==> src/ahb_pkg.sv <==
package ahb_pkg;

    // bus widths
    localparam int ADDR_W = 32;
    localparam int DATA_W = 32;

    // sram depth in 32-bit words
    localparam int MEM_WORDS = 256;

    // wrap4 stays inside one 16-byte block
    localparam logic [ADDR_W-1:0] WRAP4_MASK = 32'hFFFF_FFF0;
    localparam int BEATS4 = 4;

    // hburst encoding
    typedef enum logic [2:0] {
        SINGLE = 3'd0,
        WRAP4  = 3'd2,
        INCR4  = 3'd3
    } burst_type_e;

    // htrans encoding
    typedef enum logic [1:0] {
        IDLE   = 2'd0,
        BUSY   = 2'd1,
        NONSEQ = 2'd2,
        SEQ    = 2'd3
    } trans_type_e;

    // burst master FSM
    typedef enum logic [1:0] {
        M_IDLE,
        M_REQ,
        M_BURST,
        M_LAST
    } master_state_e;

endpackage

==> src/ahb_bus_if.sv <==
`timescale 1ns/1ns

interface ahb_bus_if;

    // master side of the address and data phase
    logic [ahb_pkg::ADDR_W-1:0] haddr;
    ahb_pkg::trans_type_e       htrans;
    logic                       hwrite;
    ahb_pkg::burst_type_e       hburst;
    logic [ahb_pkg::DATA_W-1:0] hwdata;
    logic                       hbusreq;

    // back from the arbiter
    logic                       hgrant;
    logic                       hready;
    logic [ahb_pkg::DATA_W-1:0] hrdata;

    modport master (
        output haddr,
        output htrans,
        output hwrite,
        output hburst,
        output hwdata,
        output hbusreq,
        input  hgrant,
        input  hready,
        input  hrdata
    );

    modport arbiter (
        input  haddr,
        input  htrans,
        input  hwrite,
        input  hburst,
        input  hwdata,
        input  hbusreq,
        output hgrant,
        output hready,
        output hrdata
    );

endinterface

==> src/ahb_arbiter.sv <==
`timescale 1ns/1ns

module ahb_arbiter (
    input  logic                       clk,
    input  logic                       rstn,
    ahb_bus_if.arbiter                 m0,
    ahb_bus_if.arbiter                 m1,
    output logic [ahb_pkg::ADDR_W-1:0] haddr,
    output ahb_pkg::trans_type_e       htrans,
    output logic                       hwrite,
    output ahb_pkg::burst_type_e       hburst,
    output logic [ahb_pkg::DATA_W-1:0] hwdata,
    input  logic                       hready,
    input  logic [ahb_pkg::DATA_W-1:0] hrdata
);

    logic                 owner;
    logic                 gnt_vld;
    logic                 rr_prio;
    logic                 dp_owner;
    logic                 owner_req;
    logic                 handover;
    ahb_pkg::trans_type_e owner_trans;

    assign owner_trans = owner ? m1.htrans : m0.htrans;
    assign owner_req   = gnt_vld && (owner ? m1.hbusreq : m0.hbusreq);

    // only between bursts: owner idle and previous data phase done
    assign handover = hready && (!gnt_vld || owner_trans == ahb_pkg::IDLE);

    always_ff @(posedge clk or negedge rstn) begin
        if (!rstn) begin
            owner    <= 1'b0;
            gnt_vld  <= 1'b1;
            rr_prio  <= 1'b1;
            dp_owner <= 1'b0;
        end else begin
            if (hready) begin
                dp_owner <= owner;
            end
            if (handover && !owner_req) begin
                if (m0.hbusreq && m1.hbusreq) begin
                    owner   <= rr_prio;
                    rr_prio <= !rr_prio;
                    gnt_vld <= 1'b1;
                end else if (m0.hbusreq || m1.hbusreq) begin
                    owner   <= m1.hbusreq;
                    rr_prio <= !m1.hbusreq;
                    gnt_vld <= 1'b1;
                end else begin
                    gnt_vld <= 1'b0;
                end
            end
        end
    end

    assign m0.hgrant = gnt_vld && !owner;
    assign m1.hgrant = gnt_vld && owner;

    // address phase from the granted master
    assign haddr  = owner ? m1.haddr : m0.haddr;
    assign hwrite = owner ? m1.hwrite : m0.hwrite;
    assign hburst = owner ? m1.hburst : m0.hburst;
    assign htrans = gnt_vld ? owner_trans : ahb_pkg::IDLE;

    // write data follows whoever owns the data phase
    assign hwdata = dp_owner ? m1.hwdata : m0.hwdata;

    assign m0.hready = hready;
    assign m1.hready = hready;
    assign m0.hrdata = hrdata;
    assign m1.hrdata = hrdata;

endmodule

==> src/flat_wrapper.sv <==
// flat-port wrapper written by rule: the top's interface ports become plain ports
module ahb_arbiter_flat 
  (clk, rstn, haddr, htrans, hwrite, hburst, hwdata, hready, hrdata, m0_haddr, m0_htrans, m0_hwrite, m0_hburst, m0_hwdata, m0_hbusreq, m0_hgrant, m0_hready, m0_hrdata, m1_haddr, m1_htrans, m1_hwrite, m1_hburst, m1_hwdata, m1_hbusreq, m1_hgrant, m1_hready, m1_hrdata);
  ahb_bus_if m0_i ();
  ahb_bus_if m1_i ();
  input  logic clk;
  input  logic rstn;
  output logic [ahb_pkg::ADDR_W-1:0] haddr;
  output ahb_pkg::trans_type_e htrans;
  output logic hwrite;
  output ahb_pkg::burst_type_e hburst;
  output logic [ahb_pkg::DATA_W-1:0] hwdata;
  input  logic hready;
  input  logic [ahb_pkg::DATA_W-1:0] hrdata;
  input wire logic [$bits(m0_i.haddr)-1:0] m0_haddr;
  input wire logic [$bits(m0_i.htrans)-1:0] m0_htrans;
  input wire logic [$bits(m0_i.hwrite)-1:0] m0_hwrite;
  input wire logic [$bits(m0_i.hburst)-1:0] m0_hburst;
  input wire logic [$bits(m0_i.hwdata)-1:0] m0_hwdata;
  input wire logic [$bits(m0_i.hbusreq)-1:0] m0_hbusreq;
  output wire logic [$bits(m0_i.hgrant)-1:0] m0_hgrant;
  output wire logic [$bits(m0_i.hready)-1:0] m0_hready;
  output wire logic [$bits(m0_i.hrdata)-1:0] m0_hrdata;
  input wire logic [$bits(m1_i.haddr)-1:0] m1_haddr;
  input wire logic [$bits(m1_i.htrans)-1:0] m1_htrans;
  input wire logic [$bits(m1_i.hwrite)-1:0] m1_hwrite;
  input wire logic [$bits(m1_i.hburst)-1:0] m1_hburst;
  input wire logic [$bits(m1_i.hwdata)-1:0] m1_hwdata;
  input wire logic [$bits(m1_i.hbusreq)-1:0] m1_hbusreq;
  output wire logic [$bits(m1_i.hgrant)-1:0] m1_hgrant;
  output wire logic [$bits(m1_i.hready)-1:0] m1_hready;
  output wire logic [$bits(m1_i.hrdata)-1:0] m1_hrdata;
  assign m0_i.haddr = m0_haddr;
  assign m0_i.htrans = m0_htrans;
  assign m0_i.hwrite = m0_hwrite;
  assign m0_i.hburst = m0_hburst;
  assign m0_i.hwdata = m0_hwdata;
  assign m0_i.hbusreq = m0_hbusreq;
  assign m0_hgrant = m0_i.hgrant;
  assign m0_hready = m0_i.hready;
  assign m0_hrdata = m0_i.hrdata;
  assign m1_i.haddr = m1_haddr;
  assign m1_i.htrans = m1_htrans;
  assign m1_i.hwrite = m1_hwrite;
  assign m1_i.hburst = m1_hburst;
  assign m1_i.hwdata = m1_hwdata;
  assign m1_i.hbusreq = m1_hbusreq;
  assign m1_hgrant = m1_i.hgrant;
  assign m1_hready = m1_i.hready;
  assign m1_hrdata = m1_i.hrdata;
  ahb_arbiter u_core (.clk(clk), .rstn(rstn), .m0(m0_i), .m1(m1_i), .haddr(haddr), .htrans(htrans), .hwrite(hwrite), .hburst(hburst), .hwdata(hwdata), .hready(hready), .hrdata(hrdata));
endmodule
==> config.mk <==
export PLATFORM = sky130hd
export DESIGN_NAME = ahb_arbiter_flat
export DESIGN_NICKNAME = d
export VERILOG_FILES = /design/src/ahb_pkg.sv /design/src/ahb_bus_if.sv /design/src/ahb_arbiter.sv /design/src/flat_wrapper.sv
export SDC_FILE = /design/constraint.sdc
export NUM_CORES = 1
export LEC_CHECK = 0
export BUFFER_PORTS_ARGS = -buffer_cell sky130_fd_sc_hd__clkbuf_2
export CORE_AREA = 2 2 122 124
export CTS_CLUSTER_SIZE = 25
export DETAILED_ROUTE_END_ITERATION = 6
export DIE_AREA = 0 0 124 126
export PLACE_DENSITY = 0.44
export SYNTH_ARGS = -nofsm -noshare
export SYNTH_HDL_FRONTEND = slang
export SYNTH_SLANG_ARGS = --single-unit
export TNS_END_PERCENT = 5
==> constraint.sdc <==
create_clock -name clk -period 1.6 [get_ports clk]
set_input_delay 0.08 -clock clk [delete_from_list [all_inputs] [get_ports clk]]
set_output_delay 0.08 -clock clk [all_outputs]
set_load 0.01 [all_outputs]
# After elaboration in Yosys (flattened, before gate mapping)
# Index checks and enable logic that the tools add are counted.
[word_totals] in_bits=177 regBits=4 word_cells=33
[classes] n_reduce_logical=16 muxes=13
[op_table] operator="2-to-1 mux 32 bit" n=2
[op_table] operator="2-to-1 mux 1 bit" n=8
[op_table] operator="logical AND 1 bit" n=6
[op_table] operator="logical NOT 1 bit" n=5
[op_table] operator="2-to-1 mux 2 bit" n=2
[op_table] operator="2-to-1 mux 3 bit" n=1
[op_table] operator="logical NOT 2 bit" n=1
[op_table] operator="logical OR 1 bit" n=2
[op_table] operator="AND reduction 2 bit" n=1
[op_table] operator="nonzero test 2 bit" n=1

# Depth between registers and ports, before layout
[logic_depth] ltp_word=6 depth_mapped=4

# Least setup slack after synthesis
# No wires, ideal clock.
[synth_timing] kind="reg-to-reg" start="register u_core.owner" end="register u_core.owner" synth_period_minus_slack_ns=1.164 t_arrival_ns=1.079 path_stages_with_launch=5 slack_ns=0.436 setup_ns=0.086 cell_sequence="dfrtp_1 -> buf_6 -> o41ai_2 -> nand3_1 -> o221ai_2"
[synth_between] elab_chain_cells=6
[synth_lines] item="from (decl)" line_no="ahb_arbiter.sv:17" source="logic owner;"
[synth_lines] item="from (signal assigned)" line_no="ahb_arbiter.sv:43" source="owner <= rr_prio;"
[synth_lines] item="from (signal assigned)" line_no="ahb_arbiter.sv:47" source="owner <= m1.hbusreq;"
[synth_lines] item="2-to-1 mux 2 bit" line_no="ahb_arbiter.sv:25" source="assign owner_trans = owner ? m1.htrans : m0.htrans;"
[synth_lines] item="logical NOT 2 bit" line_no="ahb_arbiter.sv:29" source="assign handover = hready && (!gnt_vld || owner_trans == ahb_pkg::IDLE);"
[synth_lines] item="logical OR 1 bit" line_no="ahb_arbiter.sv:29"
[synth_lines] item="logical AND 1 bit" line_no="ahb_arbiter.sv:29"
[synth_lines] item="logical AND 1 bit *" line_no="ahb_arbiter.sv:41" source="if (handover && !owner_req) begin"
[synth_lines] item="AND reduction 2 bit (no source line) *"
# Mark *: on every way between the ends. The rest lies on a longest branch, timed or not.
# A chain may end at the register's enable or synchronous reset.

# Worst setup path in the final report
[layout_timing] start="register u_core.owner" end="output port haddr[30] in the netlist's numbering"
[layout_between] elab_chain_cells=1
[layout_lines] item="2-to-1 mux 32 bit" line_no="ahb_arbiter.sv:61" source="assign haddr = owner ? m1.haddr : m0.haddr;"
[layout_lines] item="to (decl)" line_no="flat_wrapper.sv:8" source="output logic [ahb_pkg::ADDR_W-1:0] haddr;"
# No other way between the ends.

==> flow_summary.toml <==
[layout]
n_antenna_cell = 0
layoutNonFillerInstCount = 506
fill_cells = 1644
drive_above_1_share_pct = 92.9
final_core_util_pct = 17.5
fin_nets = 500
syn_to_final_growth_pct = 57.5

[worst_setup_path]
worstPathMaxFanout = 36
crit_path_start_kind = "flip-flop"
arrival_ps = 1350
critPathCaptureType = "output pin"
path_class = "flip-flop to output pin"
crit_required_ps = 1520

[sta]
min_period_ps = 1430
fmax_ghz = 0.699
finalCritPeriodShare_pct = 89.4
tns_ps = 0
rsz0062_at_grt = "no"
finClkSkew_ps = 4.50
tightest_slew_ps = 370
layout_setup_ws_ps = 170
drv_slew = 0
timing.slew.headroom_pct = 75.2
timing.final.hold_violations = 0
setup-violations-final = 0

[die]
fp.dieH_um = 126
ios = 315
num_rows = 44
die-area_mm2 = 0.0156
start_util_pct = 11.1
die_width_um = 124
design.core.area_mm2 = 0.0143

[drt]
drt_iter0_drc = 25
vias = 1781
post_drt_via_cell_ratio = 3.52
wl_per_cell_um = 12.8
routed_wl_mm = 6.46
drc = 0
final_antenna_net_count = 0
firstDrtPassIters = 4

[pwr]
power_density_mw_per_mm2 = 622
p_switching_mw = 0.536
pwr-share-clk_pct = 26.3
switching_share_pct = 34.5
power.share.sequential_pct = 10.0
finalPower_mw = 1.55
power.static_leakage_nw = 1.38
pwr-share-comb_pct = 63.7
vdd.ir_drop.worst_v = 0.000229
cell_internal_pwr_mw = 1.02

[logic_synthesis]
seq_area_frac_synth_pct = 6.47
ys_top_cells_by_area = "mux2_2 49%, buf_4 31%, dfstp_2 3.3%"
async_flop_share_pct = 100
ys_warn_count = 0
synth.distinct_cells = 20
syn_inst = 171
synthFlopType = "dfstp_2"
synth_edf_count = 0
post-synth-top-count-cell = "mux2_2"
syn_nets = 348
ys_ff_latch = 4
yosysTopAreaCell = "mux2_2"
synth_common_cells = "69 x mux2_2, 66 x buf_4, 8 x buf_2, 4 x nor2b_1, 3 x nand2_1"
yosysTopAreaCellShare_pct = 49.0
netlist_area_mm2 = 0.00159
syn_avg_cell_area_um2 = 9.28

[cts]
cts_tree = "yes"
clk_pin_slew_worst_paths_ps = 30
postCtsSetupRepairBufs = 0
ctsResizeCount = 0
cts.htree.levels = 1
root_buffer = "clkbuf_16"
clock_latency_ps = 230
clockBufferDepth = 2
cts_buffers = 3
numClockSinks = 4

[global_route]
gr-total-overflow = 0
grt_max_degree = 37
antenna_found_initial = 0
grt_util_all_layers_pct = 7.75
grt_pass1_vias = 1880
grt_pass1_wl_mm = 9.35

[placed_design]
place_inst = 501
finalWeightedCongestion = 0.661
dp_slack_ps = 381
dp_hpwl_mm = 5.83
io_buffers = 218

[run]
maxCapViolations = 0

[worst_hold_path]
holdCritPathClass = "primary input to flip-flop"

[run_status]
outcome = "finished, final reports clean"
==> area by class of cell <==
| type | instances | area, µm² | share of cell area, % |
|---|---|---|---|
| clock buffers | 4 | 78.8 | 3.15 |
| well taps | 184 | 230 | 9.21 |
| repair buffers | 222 | 1150 | 46.0 |
| multi-input cells | 90 | 930 | 37.2 |
| flip-flops and latches | 4 | 104 | 4.16 |
| inverters | 2 | 7.51 | 0.300 |
==> sequential cells by signal, indices dropped and copies added (netlist names) <==
| register | cells |
|---|---|
| u_core.dp_owner | 1 |
| u_core.gnt_vld | 1 |
| u_core.owner | 1 |
| u_core.rr_prio | 1 |
==> layer usage <==
| metal | GRT usage (%) | routed length [µm] | up-vias |
|---|---|---|---|
| li1 | - | - | 829 |
| met1 | 7.77 | 2140 | 804 |
| met2 | 14.7 | 3420 | 133 |
| met3 | 2.22 | 782 | 15 |
| met4 | 3.04 | 113 | 0 |
| met5 | 0 | 0 | - |
==> power groups by stage <==
stage	clock, mW	combinational, mW	sequential [mW]
after CTS	0.417	1.01	0.156
after global routing	0.419	1.09	0.160
after global placement	0	0.992	0.156
after floorplan	0	0.721	0.146
after detailed placement	0	1.01	0.156
final	0.408	0.990	0.156
==> kinds of logic (layout without fill, tap and decap cells) <==
logic type             count (synthesis)  in the layout  share of synthesized area, %
AOI/OAI and AO/OA                      7              7                          4.26
and+or+nand+nor                       12             12                          4.10
muxes                                 71             71                          50.2
buffers and inverters                 77            228                          34.9
DFF                                    4              4                          6.47
==> timing repair <==
item                                    4_1_cts  5_1_grt
endpoints found under the hold margin         4        0
endpoints found under the setup margin        0        0
hold buffers                                  1        0
==> worst paths after layout <==
check / to / cells after the start / slack, ps / from
worst max-delay path: haddr[30] / 3 / 170 / u_core.owner
worst min-delay path: u_core.rr_prio / 3 / 130 / m0_hbusreq
worst max register to register: u_core.gnt_vld / 4 / 380 / u_core.owner
worst min register to register: u_core.gnt_vld / 1 / 610 / u_core.gnt_vld
max in group asynchronous: u_core.rr_prio / 2 / 1180 / rstn
min in group asynchronous: u_core.owner / 2 / 200 / rstn
==> per-stage QoR <==
step / hold slack [ps] / area, µm²
global placement: -106 / 2410
global route: 160 / 2500
CTS: 128 / 2500
floorplan: -216 / 1590
finish: 130 / 2500
detailed placement: -105 / 2410
==> critical path, cell delays in order (launching register included) <==
cell,delay [ps]
dfrtp_2,390
buf_12,220
mux2_2,370
clkbuf_2,130
==> cell usage in the layout, fill, tap and decap left out, drive strengths merged <==
cell type    Yosys  final
nand2            3      3
a2bb2oi          1      1
a21bo            1      1
nand3            1      1
o41ai            1      1
inv              2      2
nor3b            1      1
nand4            1      1
dlygate4sd3      0      1
dfstp            2      2
dfrtp            2      2
o221ai           1      1
mux2i            2      2
o21a             1      1
clkbuf           0    222
buf             75      3
o21ai            2      2
mux2            69     69
nor2b            4      4
nor3             2      2
Power figures use the tool's default switching activity.
