### src/ahb_pkg.sv
package ahb_pkg;

    // bus widths
    localparam int ADDR_W = 32;
    localparam int DATA_W = 32;

    // sram depth in 32-bit words
    localparam int MEM_WORDS = 256;

    // wrap4 stays inside one 16-byte block
    localparam logic [ADDR_W-1:0] WRAP4_MASK = 32'hFFFF_FFF0;
    localparam int BEATS4 = 4;

    // hburst encoding
    typedef enum logic [2:0] {
        SINGLE = 3'd0,
        WRAP4  = 3'd2,
        INCR4  = 3'd3
    } burst_type_e;

    // htrans encoding
    typedef enum logic [1:0] {
        IDLE   = 2'd0,
        BUSY   = 2'd1,
        NONSEQ = 2'd2,
        SEQ    = 2'd3
    } trans_type_e;

    // burst master FSM
    typedef enum logic [1:0] {
        M_IDLE,
        M_REQ,
        M_BURST,
        M_LAST
    } master_state_e;

endpackage

### src/ahb_bus_if.sv
`timescale 1ns/1ns

interface ahb_bus_if;

    // master side of the address and data phase
    logic [ahb_pkg::ADDR_W-1:0] haddr;
    ahb_pkg::trans_type_e       htrans;
    logic                       hwrite;
    ahb_pkg::burst_type_e       hburst;
    logic [ahb_pkg::DATA_W-1:0] hwdata;
    logic                       hbusreq;

    // back from the arbiter
    logic                       hgrant;
    logic                       hready;
    logic [ahb_pkg::DATA_W-1:0] hrdata;

    modport master (
        output haddr,
        output htrans,
        output hwrite,
        output hburst,
        output hwdata,
        output hbusreq,
        input  hgrant,
        input  hready,
        input  hrdata
    );

    modport arbiter (
        input  haddr,
        input  htrans,
        input  hwrite,
        input  hburst,
        input  hwdata,
        input  hbusreq,
        output hgrant,
        output hready,
        output hrdata
    );

endinterface

### src/ahb_burst_master.sv
`timescale 1ns/1ns

module ahb_burst_master (
    input  logic                       clk,
    input  logic                       rstn,
    input  logic                       cmd_valid,
    output logic                       cmd_ready,
    input  logic [ahb_pkg::ADDR_W-1:0] cmd_addr,
    input  logic                       cmd_write,
    input  ahb_pkg::burst_type_e       cmd_burst,
    input  logic                       wr_valid,
    output logic                       wr_ready,
    input  logic [ahb_pkg::DATA_W-1:0] wr_data,
    output logic                       rsp_valid,
    output logic [ahb_pkg::DATA_W-1:0] rsp_data,
    ahb_bus_if.master                  bus
);

    ahb_pkg::master_state_e     state;
    ahb_pkg::burst_type_e       burst_q;
    logic                       write_q;
    logic [ahb_pkg::ADDR_W-1:0] addr_q;
    logic [ahb_pkg::ADDR_W-1:0] addr_nxt;
    logic [ahb_pkg::DATA_W-1:0] wdata_q;
    logic [1:0]                 beat_cnt;
    logic                       beat_ok;
    logic                       addr_acc;
    logic                       dp_read;

    // reads never wait, writes need their beat first
    assign beat_ok = !write_q || wr_valid;

    always_comb begin
        bus.htrans = ahb_pkg::IDLE;
        case (state)
            ahb_pkg::M_REQ: begin
                if (bus.hgrant && beat_ok) begin
                    bus.htrans = ahb_pkg::NONSEQ;
                end
            end
            // missing write beat turns into BUSY, address held
            ahb_pkg::M_BURST: begin
                bus.htrans = beat_ok ? ahb_pkg::SEQ : ahb_pkg::BUSY;
            end
            default: begin
                bus.htrans = ahb_pkg::IDLE;
            end
        endcase
    end

    assign addr_acc = bus.hready &&
                      (bus.htrans == ahb_pkg::NONSEQ || bus.htrans == ahb_pkg::SEQ);

    // wrap4 steps the offset inside the 16-byte block
    always_comb begin
        if (burst_q == ahb_pkg::WRAP4) begin
            addr_nxt = (addr_q & ahb_pkg::WRAP4_MASK) |
                       ((addr_q + ahb_pkg::ADDR_W'(4)) & ~ahb_pkg::WRAP4_MASK);
        end else begin
            addr_nxt = addr_q + ahb_pkg::ADDR_W'(4);
        end
    end

    assign cmd_ready = (state == ahb_pkg::M_IDLE);
    assign wr_ready  = write_q && bus.hgrant && bus.hready &&
                       (state == ahb_pkg::M_REQ || state == ahb_pkg::M_BURST);

    // keep asking through the last data phase so a follow-up burst keeps the grant
    assign bus.hbusreq = (state != ahb_pkg::M_IDLE) || cmd_valid;
    assign bus.haddr   = addr_q;
    assign bus.hwrite  = write_q;
    assign bus.hburst  = burst_q;
    assign bus.hwdata  = wdata_q;

    always_ff @(posedge clk or negedge rstn) begin
        if (!rstn) begin
            state     <= ahb_pkg::M_IDLE;
            burst_q   <= ahb_pkg::SINGLE;
            write_q   <= 1'b0;
            beat_cnt  <= '0;
            dp_read   <= 1'b0;
            rsp_valid <= 1'b0;
        end else begin
            if (bus.hready) begin
                dp_read <= addr_acc && !write_q;
            end
            rsp_valid <= dp_read && bus.hready;
            case (state)
                ahb_pkg::M_IDLE: begin
                    if (cmd_valid) begin
                        write_q <= cmd_write;
                        burst_q <= cmd_burst;
                        state   <= ahb_pkg::M_REQ;
                    end
                end
                ahb_pkg::M_REQ: begin
                    if (addr_acc) begin
                        beat_cnt <= 2'd1;
                        if (burst_q == ahb_pkg::SINGLE) begin
                            state <= ahb_pkg::M_LAST;
                        end else begin
                            state <= ahb_pkg::M_BURST;
                        end
                    end
                end
                ahb_pkg::M_BURST: begin
                    if (addr_acc) begin
                        beat_cnt <= beat_cnt + 2'd1;
                        if (beat_cnt == 2'(ahb_pkg::BEATS4 - 1)) begin
                            state <= ahb_pkg::M_LAST;
                        end
                    end
                end
                // waiting for the final data phase
                ahb_pkg::M_LAST: begin
                    if (bus.hready) begin
                        state <= ahb_pkg::M_IDLE;
                    end
                end
                default: begin
                    state <= ahb_pkg::M_IDLE;
                end
            endcase
        end
    end

    always_ff @(posedge clk) begin
        if (cmd_valid && cmd_ready) begin
            addr_q <= cmd_addr;
        end else if (addr_acc) begin
            addr_q <= addr_nxt;
        end
        if (wr_valid && wr_ready) begin
            wdata_q <= wr_data;
        end
        if (dp_read && bus.hready) begin
            rsp_data <= bus.hrdata;
        end
    end

endmodule

### src/flat_wrapper.sv
// flat-port wrapper written by rule: the top's interface ports become plain ports
module ahb_burst_master_flat 
  (clk, rstn, cmd_valid, cmd_ready, cmd_addr, cmd_write, cmd_burst, wr_valid, wr_ready, wr_data, rsp_valid, rsp_data, bus_haddr, bus_htrans, bus_hwrite, bus_hburst, bus_hwdata, bus_hbusreq, bus_hgrant, bus_hready, bus_hrdata);
  ahb_bus_if bus_i ();
  input  logic clk;
  input  logic rstn;
  input  logic cmd_valid;
  output logic cmd_ready;
  input  logic [ahb_pkg::ADDR_W-1:0] cmd_addr;
  input  logic cmd_write;
  input  ahb_pkg::burst_type_e cmd_burst;
  input  logic wr_valid;
  output logic wr_ready;
  input  logic [ahb_pkg::DATA_W-1:0] wr_data;
  output logic rsp_valid;
  output logic [ahb_pkg::DATA_W-1:0] rsp_data;
  output wire logic [$bits(bus_i.haddr)-1:0] bus_haddr;
  output wire logic [$bits(bus_i.htrans)-1:0] bus_htrans;
  output wire logic [$bits(bus_i.hwrite)-1:0] bus_hwrite;
  output wire logic [$bits(bus_i.hburst)-1:0] bus_hburst;
  output wire logic [$bits(bus_i.hwdata)-1:0] bus_hwdata;
  output wire logic [$bits(bus_i.hbusreq)-1:0] bus_hbusreq;
  input wire logic [$bits(bus_i.hgrant)-1:0] bus_hgrant;
  input wire logic [$bits(bus_i.hready)-1:0] bus_hready;
  input wire logic [$bits(bus_i.hrdata)-1:0] bus_hrdata;
  assign bus_haddr = bus_i.haddr;
  assign bus_htrans = bus_i.htrans;
  assign bus_hwrite = bus_i.hwrite;
  assign bus_hburst = bus_i.hburst;
  assign bus_hwdata = bus_i.hwdata;
  assign bus_hbusreq = bus_i.hbusreq;
  assign bus_i.hgrant = bus_hgrant;
  assign bus_i.hready = bus_hready;
  assign bus_i.hrdata = bus_hrdata;
  ahb_burst_master u_core (.clk(clk), .rstn(rstn), .cmd_valid(cmd_valid), .cmd_ready(cmd_ready), .cmd_addr(cmd_addr), .cmd_write(cmd_write), .cmd_burst(cmd_burst), .wr_valid(wr_valid), .wr_ready(wr_ready), .wr_data(wr_data), .rsp_valid(rsp_valid), .rsp_data(rsp_data), .bus(bus_i));
endmodule
### config.mk
export PLATFORM = sky130hd
export DESIGN_NAME = ahb_burst_master_flat
export DESIGN_NICKNAME = d
export VERILOG_FILES = /design/src/ahb_pkg.sv /design/src/ahb_bus_if.sv /design/src/ahb_burst_master.sv /design/src/flat_wrapper.sv
export SDC_FILE = /design/constraint.sdc
export NUM_CORES = 1
export LEC_CHECK = 0
export BUFFER_PORTS_ARGS = -buffer_cell sky130_fd_sc_hd__buf_2
export CELL_PAD_IN_SITES_DETAIL_PLACEMENT = 0
export CELL_PAD_IN_SITES_GLOBAL_PLACEMENT = 1
export CORE_ASPECT_RATIO = 0.5
export CORE_MARGIN = 5
export CORE_UTILIZATION = 36
export DETAILED_ROUTE_END_ITERATION = 6
export PLACE_DENSITY = 0.84
export RECOVER_POWER = 100
export SLEW_MARGIN = 20
export SYNTH_ARGS = -nofsm -noshare
export SYNTH_HDL_FRONTEND = slang
export SYNTH_SLANG_ARGS = --single-unit
### constraint.sdc
create_clock -name clk -period 4.8 [get_ports clk]
set_input_delay 0.96 -clock clk [delete_from_list [all_inputs] [get_ports clk]]
set_output_delay 0.96 -clock clk [all_outputs]
set_load 0.02 [all_outputs]
Word-level counts from Yosys, hierarchy flattened
Index checks and enable logic that the tools add are counted.

Register bits: 106. Input bits: 106. Word-level logic and storage cells: 62.

Add/sub/neg operators: 2. Eq/ne operators: 12. Multiplexer cells: 16. Bitwise operators: 1. Reductions and logical operators: 22.

Operator list (number): $mux 32 (3); $add 32x3->32 const B (1); $or 32x4->32 (1); $mux 2 (9); $eq 2x2->1 const B (5); $logic_and 1x1->1 (9); $pmux 2 s2 (2); $pmux 2 s4 (1); $ne 2x2->1 const B (3); $reduce_bool 2->1 (3); $reduce_and 5->1 (1); $logic_or 1x1->1 (4); $ne 2x1->1 const B (2); $eq 3x2->1 const B (1); $logic_not 3->1 (1); $reduce_and 3->1 (1); $add 2x1->2 const B (1); $eq 2x1->1 const B (1); $logic_not 2->1 (1); $reduce_and 2->1 (1); $logic_not 1->1 (1); $mux 1 (1).

Longest topological paths before layout
Gate-level depths: netlist of the first run.

Depth after elaboration: 10. Mapped depth: 8. Mapped depth without buffers: 7.

Worst setup path after synthesis of the first run
OpenSTA, ideal clock, no wires.

Path type: input-to-reg. From: input wr_valid. To: register u_core.addr_q, in the netlist u_core.bus.haddr[10], enable pin. Setup time: 0.452 ns. Arrival time: 3.565 ns. Slack: 0.783 ns. Stages on the path: 4. Path buffers: 1. Path through: nor2b_1 or3_1 clkbuf_1 o21ai_0.

Word-level cells in the longest chain between the ends: 8. Elaborated cells on any way between the ends: 10.

RTL lines: from (decl) (line flat_wrapper.sv:12) `input logic wr_valid;`; $logic_or 1x1->1 * (line ahb_burst_master.sv:31) `assign beat_ok = !write_q || wr_valid;`; $logic_and 1x1->1 (line ahb_burst_master.sv:37) `if (bus.hgrant && beat_ok) begin`; $mux 2 (line ahb_burst_master.sv:37); $pmux 2 s2 * (line ahb_burst_master.sv:35) `case (state)`; $eq 2x2->1 (line ahb_burst_master.sv:52) `(bus.htrans == ahb_pkg::NONSEQ || bus.htrans == ahb_pkg::SEQ);`; $logic_or 1x1->1 * (line ahb_burst_master.sv:52); $logic_and 1x1->1 * (line ahb_burst_master.sv:51) `assign addr_acc = bus.hready &&`; $reduce_bool 2->1 (no source line) *; to (signal assigned) (line ahb_burst_master.sv:129) `addr_q <= cmd_addr;`; to (signal assigned) (line ahb_burst_master.sv:131) `addr_q <= addr_nxt;`; to (decl) (line ahb_burst_master.sv:22) `logic [ahb_pkg::ADDR_W-1:0] addr_q;`.

Mark *: on every way between the ends. The rest lies on a longest branch, timed or not. A chain may end at the register's enable or synchronous reset.

Worst setup path after layout of the first run
From: register u_core.state[0]. To: register u_core.addr_q, in the netlist u_core.bus.haddr[21], data pin.

Word-level cells in the longest chain between the ends: 3.

RTL lines: from (decl) (line ahb_burst_master.sv:19) `ahb_pkg::master_state_e state;`; from (signal assigned) (line ahb_burst_master.sv:77) `state <= ahb_pkg::M_IDLE;`; from (signal assigned) (line ahb_burst_master.sv:93) `state <= ahb_pkg::M_REQ;`; from (signal assigned) (line ahb_burst_master.sv:100) `state <= ahb_pkg::M_LAST;`; $logic_not 2->1 (line ahb_burst_master.sv:64) `assign cmd_ready = (state == ahb_pkg::M_IDLE);`; $logic_and 1x1->1 (line ahb_burst_master.sv:128) `if (cmd_valid && cmd_ready) begin`; $mux 32 (line ahb_burst_master.sv:128).

No other way between the ends.

==> impl_metrics.yaml, run 1 <==
status:
  status: "complete, but fails checks"
  violations: "max-capacitance violations, max-slew violations"
floorplan:
  initial_utilization_pct: 36.6
  core_region_area_um2: 12600
  top_level_ports: 212
  die_x_um: 170
  row_count: 29
  dieHeight_um: 90.0
  die-area_um2: 15300
synth:
  synth_edf_count: 96
  synthTopCellsByCount: "edfxtp_1 (96), nand2_1 (49), nand3_1 (29)"
  synth-simple-area-share_pct: 17.5
  synth_top_cell_by_area: "edfxtp_1"
  synth_compound_area_share_pct: 7.35
  yosys.cell_types.count: 49
  seq_area_frac_synth_pct: 67.9
  synthArstFlopShare_pct: 9.43
  synth_xor_area_share_pct: 2.09
  syn-num-nets: 464
  syn_inst: 351
  synth.area.mux_share_pct: 0.434
  synth_top_area_share_pct: 62.5
  yosysMostFrequentCell: "edfxtp_1"
  avgSynthCellArea_um2: 13.1
  yosys_warnings: 0
  synth_top_family_by_area: "simple AND/OR/NAND/NOR gates"
  netlist_area_um2: 4610
  synth-adder-area-share_pct: 1.90
  ys_ff_latch: 106
  ys.flop_type: "edfxtp_1"
  synth.area.top_cells: "edfxtp_1 (63%), dfrtp_1 (5.4%), nand2_1 (4.0%)"
route:
  wl_per_cell_um: 17.5
  vias_per_cell: 5.09
  ant_nets: 0
  via_count: 3743
  drtIter0Drc: 336
  dr.pass1.iters: 4
  drc: 0
  routed_wirelength_um: 12900
job:
  cap_violations: 3
sta:
  fmax_mhz: 304
  final.setup_skew_ns: 0.00682
  tightest_slew_ns: 1.81
  period_share_pct: 68.6
  slew_viol_final: 96
  final.setup.tns_ns: 0
  finalSetupViolations: 0
  fin_ws_ns: 1.51
  slew_headroom_pct: -20.4
  layout_min_cycle_time_ns: 3.29
  rsz0062_at_grt: "no"
  fin_hold_ws_ns: 0.493
  hold_viol: 0
setup_path:
  r2r_setup_slack_ns: 1.51
  cp_max_fo: 20
  r2r_start: "u_core.state[0]"
  worstPathArrival_ns: 3.50
  reg2reg_depth: 7
  end_kind: "flop"
  startpoint_type: "flop"
  reg2reg_to: "u_core.bus.haddr[21]"
  crit_required_ns: 5.01
  worstSetupPathType: "reg -> reg"
finish:
  drive_above_1_share_pct: 22.1
  utilization_pct: 47.4
  register_area_um2: 3130
  nets: 674
  fill_cells: 1192
  multi_input_area_um2: 1350
  diodes: 0
  syn2layout_area_growth_pct: 29.3
grt:
  grt_max_degree: 34
  antenna_found_initial: 0
  grt-ovfl-total: 0
  grt_pass1_wl_um: 19800
  grt_pass1_vias: 3670
  grt_usage_pct: 15.9
pwr:
  p_leak_nw: 2.19
  pwr_density_cell_nw_per_um2: 551
  p_total_mw: 3.29
  ir_drop_mv: 0.180
cts:
  cts_root_buffer: "clkbuf_16"
  postCtsSetupBuffers: 0
  h-tree-depth: 3
  cts_hold_buf: 0
  cts.sinks: 106
  worstSkewPairLatency_ns: 0.34
  post_cts_resize_count: 0
  clk_pin_slew_ns: 0.08
  cts_buffers: 9
  clock_path_buffers: 2
  cts_tree: "built"
worst_hold_path:
  hold_start: "u_core.dp_read"
  worstHoldPathCells: 1
  hold_end: "u_core.dp_read"
  min_path_type: "reg -> reg"
placement:
  dpl.hpwl_um: 9690
  place_ws_ns: 1.23
  port-buffer-count: 211
  place_congestion: 0.789
## worst max-delay path by stage
stage | startpoint | endpoint | slack [ns]
final | u_core.state[0] | u_core.bus.haddr[21] | 1.51
after global routing | u_core.state[1] | u_core.bus.haddr[27] | 1.18
after CTS | u_core.state[0] | u_core.bus.haddr[30] | 1.47
after detailed placement | cmd_valid | u_core.bus.haddr[21] | 1.23
after global placement | cmd_valid | u_core.bus.haddr[22] | 1.27
after floorplan | wr_valid | u_core.bus.haddr[10] | 0.78
## sequential cells by signal, indices dropped and copies added, names as in the netlist
signal	cells
u_core.rsp_valid	1
u_core.dp_read	1
u_core.beat_cnt	2
u_core.bus.haddr	32
u_core.bus.hburst	3
u_core.bus.hwrite	1
u_core.rsp_data	32
u_core.bus.hwdata	32
u_core.state	2
## kinds of logic after synthesis
| logic type | count (synthesis) |
|---|---|
| xor+xnor | 11 |
| mux | 2 |
| compound gates | 47 |
| fa+ha+maj | 7 |
| simple gates | 153 |
| flops | 106 |
| buf+inv | 25 |
## stage by stage
step                      std cells  instance area (um2)
after floorplan                 351                 4610
final                           736                 5960
after global routing            736                 5960
after detailed placement        720                 5830
after global placement          720                 5830
after CTS                       736                 6120
## area by class of cell
cell class	count	share of cell area [%]
clock buffer	9	3.78
tap	170	3.57
sequential	106	52.5
inverter	7	0.441
timing repair buffer	217	15.9
multi-input combinational	220	22.6
clock inverter	7	1.13
## layout by cell type (no fill, tap or decap), types with 3 or more instances in the layout
cell       Yosys  routed
and2_1         5       3
buf_2          1     103
nand4_1       17      17
o211ai_1       6       6
clkbuf_1      11     113
nand3_1       29      29
edfxtp_1      96      96
or4_1          9       9
and3_1         7       7
inv_6          0       3
inv_1          6       6
nor2_1         8       8
ha_1           7       7
xnor2_1        3       3
nor3_1         7       7
o311ai_0       4       4
nand2_1       49      49
dfrtp_1       10      10
and4_1         5       5
a221o_1        3       3
xor2_1         8       8
o21ai_0       14      14
or3_1          7       7
clkbuf_16      0       9
## report_power, final
part | leakage (nW) | internal, mW | switching (mW)
Combinational | 1.05 | 0.351 | 0.730
Sequential | 0.997 | 1.30 | 0.188
Clock | 0.145 | 0.366 | 0.354
## layer usage
| metal | global-route usage (%) | routed length [um] |
|---|---|---|
| met1 | 20.2 | 5360 |
| met2 | 27.9 | 6440 |
| met3 | 2.94 | 943 |
| met4 | 4.58 | 157 |
| met5 | 0 | 0 |
## worst max-delay path: stages, from the launching register on
cell and delay (ns):
dfrtp_1 0.39, inv_1 0.11, ha_1 0.31, nand2_1 0.53
clkinv_1 0.69, nor2_1 0.74, o311ai_0 0.27, nand3_1 0.11
Note: power is estimated with default switching activity, not from simulation.
==> inputs of run 2 (changes only) <==
--- a/config.mk
+++ b/config.mk
@@ -10,9 +10,9 @@
 export CELL_PAD_IN_SITES_GLOBAL_PLACEMENT = 1
 export CORE_ASPECT_RATIO = 0.5
 export CORE_MARGIN = 5
-export CORE_UTILIZATION = 36
+export CORE_UTILIZATION = 32
 export DETAILED_ROUTE_END_ITERATION = 6
-export PLACE_DENSITY = 0.84
+export PLACE_DENSITY = 0.79
 export RECOVER_POWER = 100
 export SLEW_MARGIN = 20
 export SYNTH_ARGS = -nofsm -noshare
==> constraint.sdc (replaced) <==
create_clock -name clk -period 3 [get_ports clk]
set_input_delay 0.6 -clock clk [delete_from_list [all_inputs] [get_ports clk]]
set_output_delay 0.6 -clock clk [all_outputs]
set_load 0.02 [all_outputs]
==> impl_metrics.yaml, run 2 (synthesized netlist as in run 1, its figures left out) <==
floorplan:
  dieHeight_um: 94.9
  row_count: 31
  die_x_um: 180
  die-area_um2: 17100
  initial_utilization_pct: 32.3
  core_region_area_um2: 14300
  top_level_ports: 212
worst_hold_path:
  min_path_type: "in -> async"
finish:
  nets: 675
  final_common_cell: "clkbuf_1"
  drive_above_1_share_pct: 22.6
  utilization_pct: 42.2
  syn2layout_area_growth_pct: 30.5
  mostFrequentLayoutCells: "clkbuf_1 (111), buf_2 (104), edfxtp_1 (96), nand2_1 (49), nand3_1 (29)"
  diodes: 0
cts:
  clock_path_buffers: 2
  post_cts_resize_count: 0
  h-tree-depth: 3
  postCtsSetupBuffers: 0
  clk_pin_slew_ns: 0.07
  cts.sinks: 106
  cts_buffers: 9
  cts_tree: "built"
  cts_hold_buf: 0
  cts_root_buffer: "clkbuf_16"
  worstSkewPairLatency_ns: 0.36
sta:
  slew_viol_final: 34
  rsz0062_at_grt: "no"
  finalSetupViolations: 0
  hold_viol: 0
  tightest_slew_ns: 1.68
  layout_min_cycle_time_ns: 2.67
  period_share_pct: 89.0
  final.setup_skew_ns: 0.0146
  final.setup.tns_ns: 0
  slew_headroom_pct: -11.9
  fmax_mhz: 374
setup_path:
  worstPathArrival_ns: 2.61
  crit_required_ns: 2.94
  cp_max_fo: 28
  startpoint_type: "flop"
  worstSetupPathType: "reg -> reg"
  end_kind: "flop"
route:
  ant_nets: 0
  drtIter0Drc: 283
  vias_per_cell: 4.85
  wl_per_cell_um: 17.2
  drc: 0
  routed_wirelength_um: 13200
  via_count: 3713
  dr.pass1.iters: 4
placement:
  dpl.hpwl_um: 10100
  place_congestion: 0.823
  port-buffer-count: 211
pwr:
  pwr_density_cell_nw_per_um2: 883
  ir_drop_mv: 0.299
  p_leak_nw: 2.20
job:
  cap_violations: 1
grt:
  grt_pass1_vias: 3697
  grt_pass1_wl_um: 20300
  antenna_found_initial: 0
  grt_max_degree: 34
  grt-ovfl-total: 0
  grt_usage_pct: 15.0
status:
  status: "complete, but fails checks"
  violations: "max-capacitance violations, max-slew violations"
## run 2: cell types whose count changed in the layout (fill, tap and decap cells not counted), sizes merged
cell and change:
buf +1, clkinv -1, clkinvlp +1
## run 2: power by group
group / switching [mW] / internal (mW) / total, mW
registers: 0.305 / 2.07 / 2.37
logic: 1.19 / 0.565 / 1.75
clock network: 0.590 / 0.596 / 1.19
## run 2: worst paths after layout
kind	start	to	slack, ns	cells past startpoint
max reg2reg	u_core.state[1]	u_core.bus.haddr[17]	0.33	6
min	rstn	u_core.rsp_valid	0.22	1
max	u_core.state[1]	u_core.bus.haddr[17]	0.33	6
max in group asynchronous	rstn	u_core.bus.hburst[1]	2.39	1
min reg2reg	u_core.dp_read	u_core.dp_read	0.51	1
min in group clk	wr_data[20]	u_core.bus.hwdata[20]	0.42	1
## run 2: through the flow
step | total power, mW | area, um2 | hold slack (ns) | std cells | setup WS (ns)
2_1_floorplan | 3.60 | 4620 | 0.304 | 351 | 0.476
3_3_place_gp | 4.20 | 5870 | 0.470 | 749 | 0.560
3_5_place_dp | 4.24 | 5870 | 0.474 | 749 | 0.491
4_1_cts | 5.44 | 6170 | 0.0956 | 765 | 0.454
5_1_grt | 5.65 | 6020 | 0.257 | 765 | 0.112
6_report | 5.31 | 6020 | 0.219 | 765 | 0.330
## run 2: cell type report
type                    instances  area (um2)
clock buffers                   9         225
clock inverters                 7        80.1
fillers                      1440        8260
inverters                       7        26.3
multi-input cells             220        1350
flip-flops and latches        106        3130
well taps                     198         248
repair buffers                218         955
## run 2: critical path, cell delays in order (launching register included)
cell      delay [ns]
dfrtp_1         0.42
inv_1           0.10
ha_1            0.27
nand2_1         0.13
clkbuf_1        0.64
o21ai_0         0.19
clkbuf_2        0.50
## run 2: metal layers
layer  vias up  global-route usage, %  wire length [um]
met1      1768                   20.6              5970
met4         0                   3.87               127
met5         -                      0                 0
li1       1785                      -                 -
met2       148                   24.2              6240
met3        12                   3.73               836
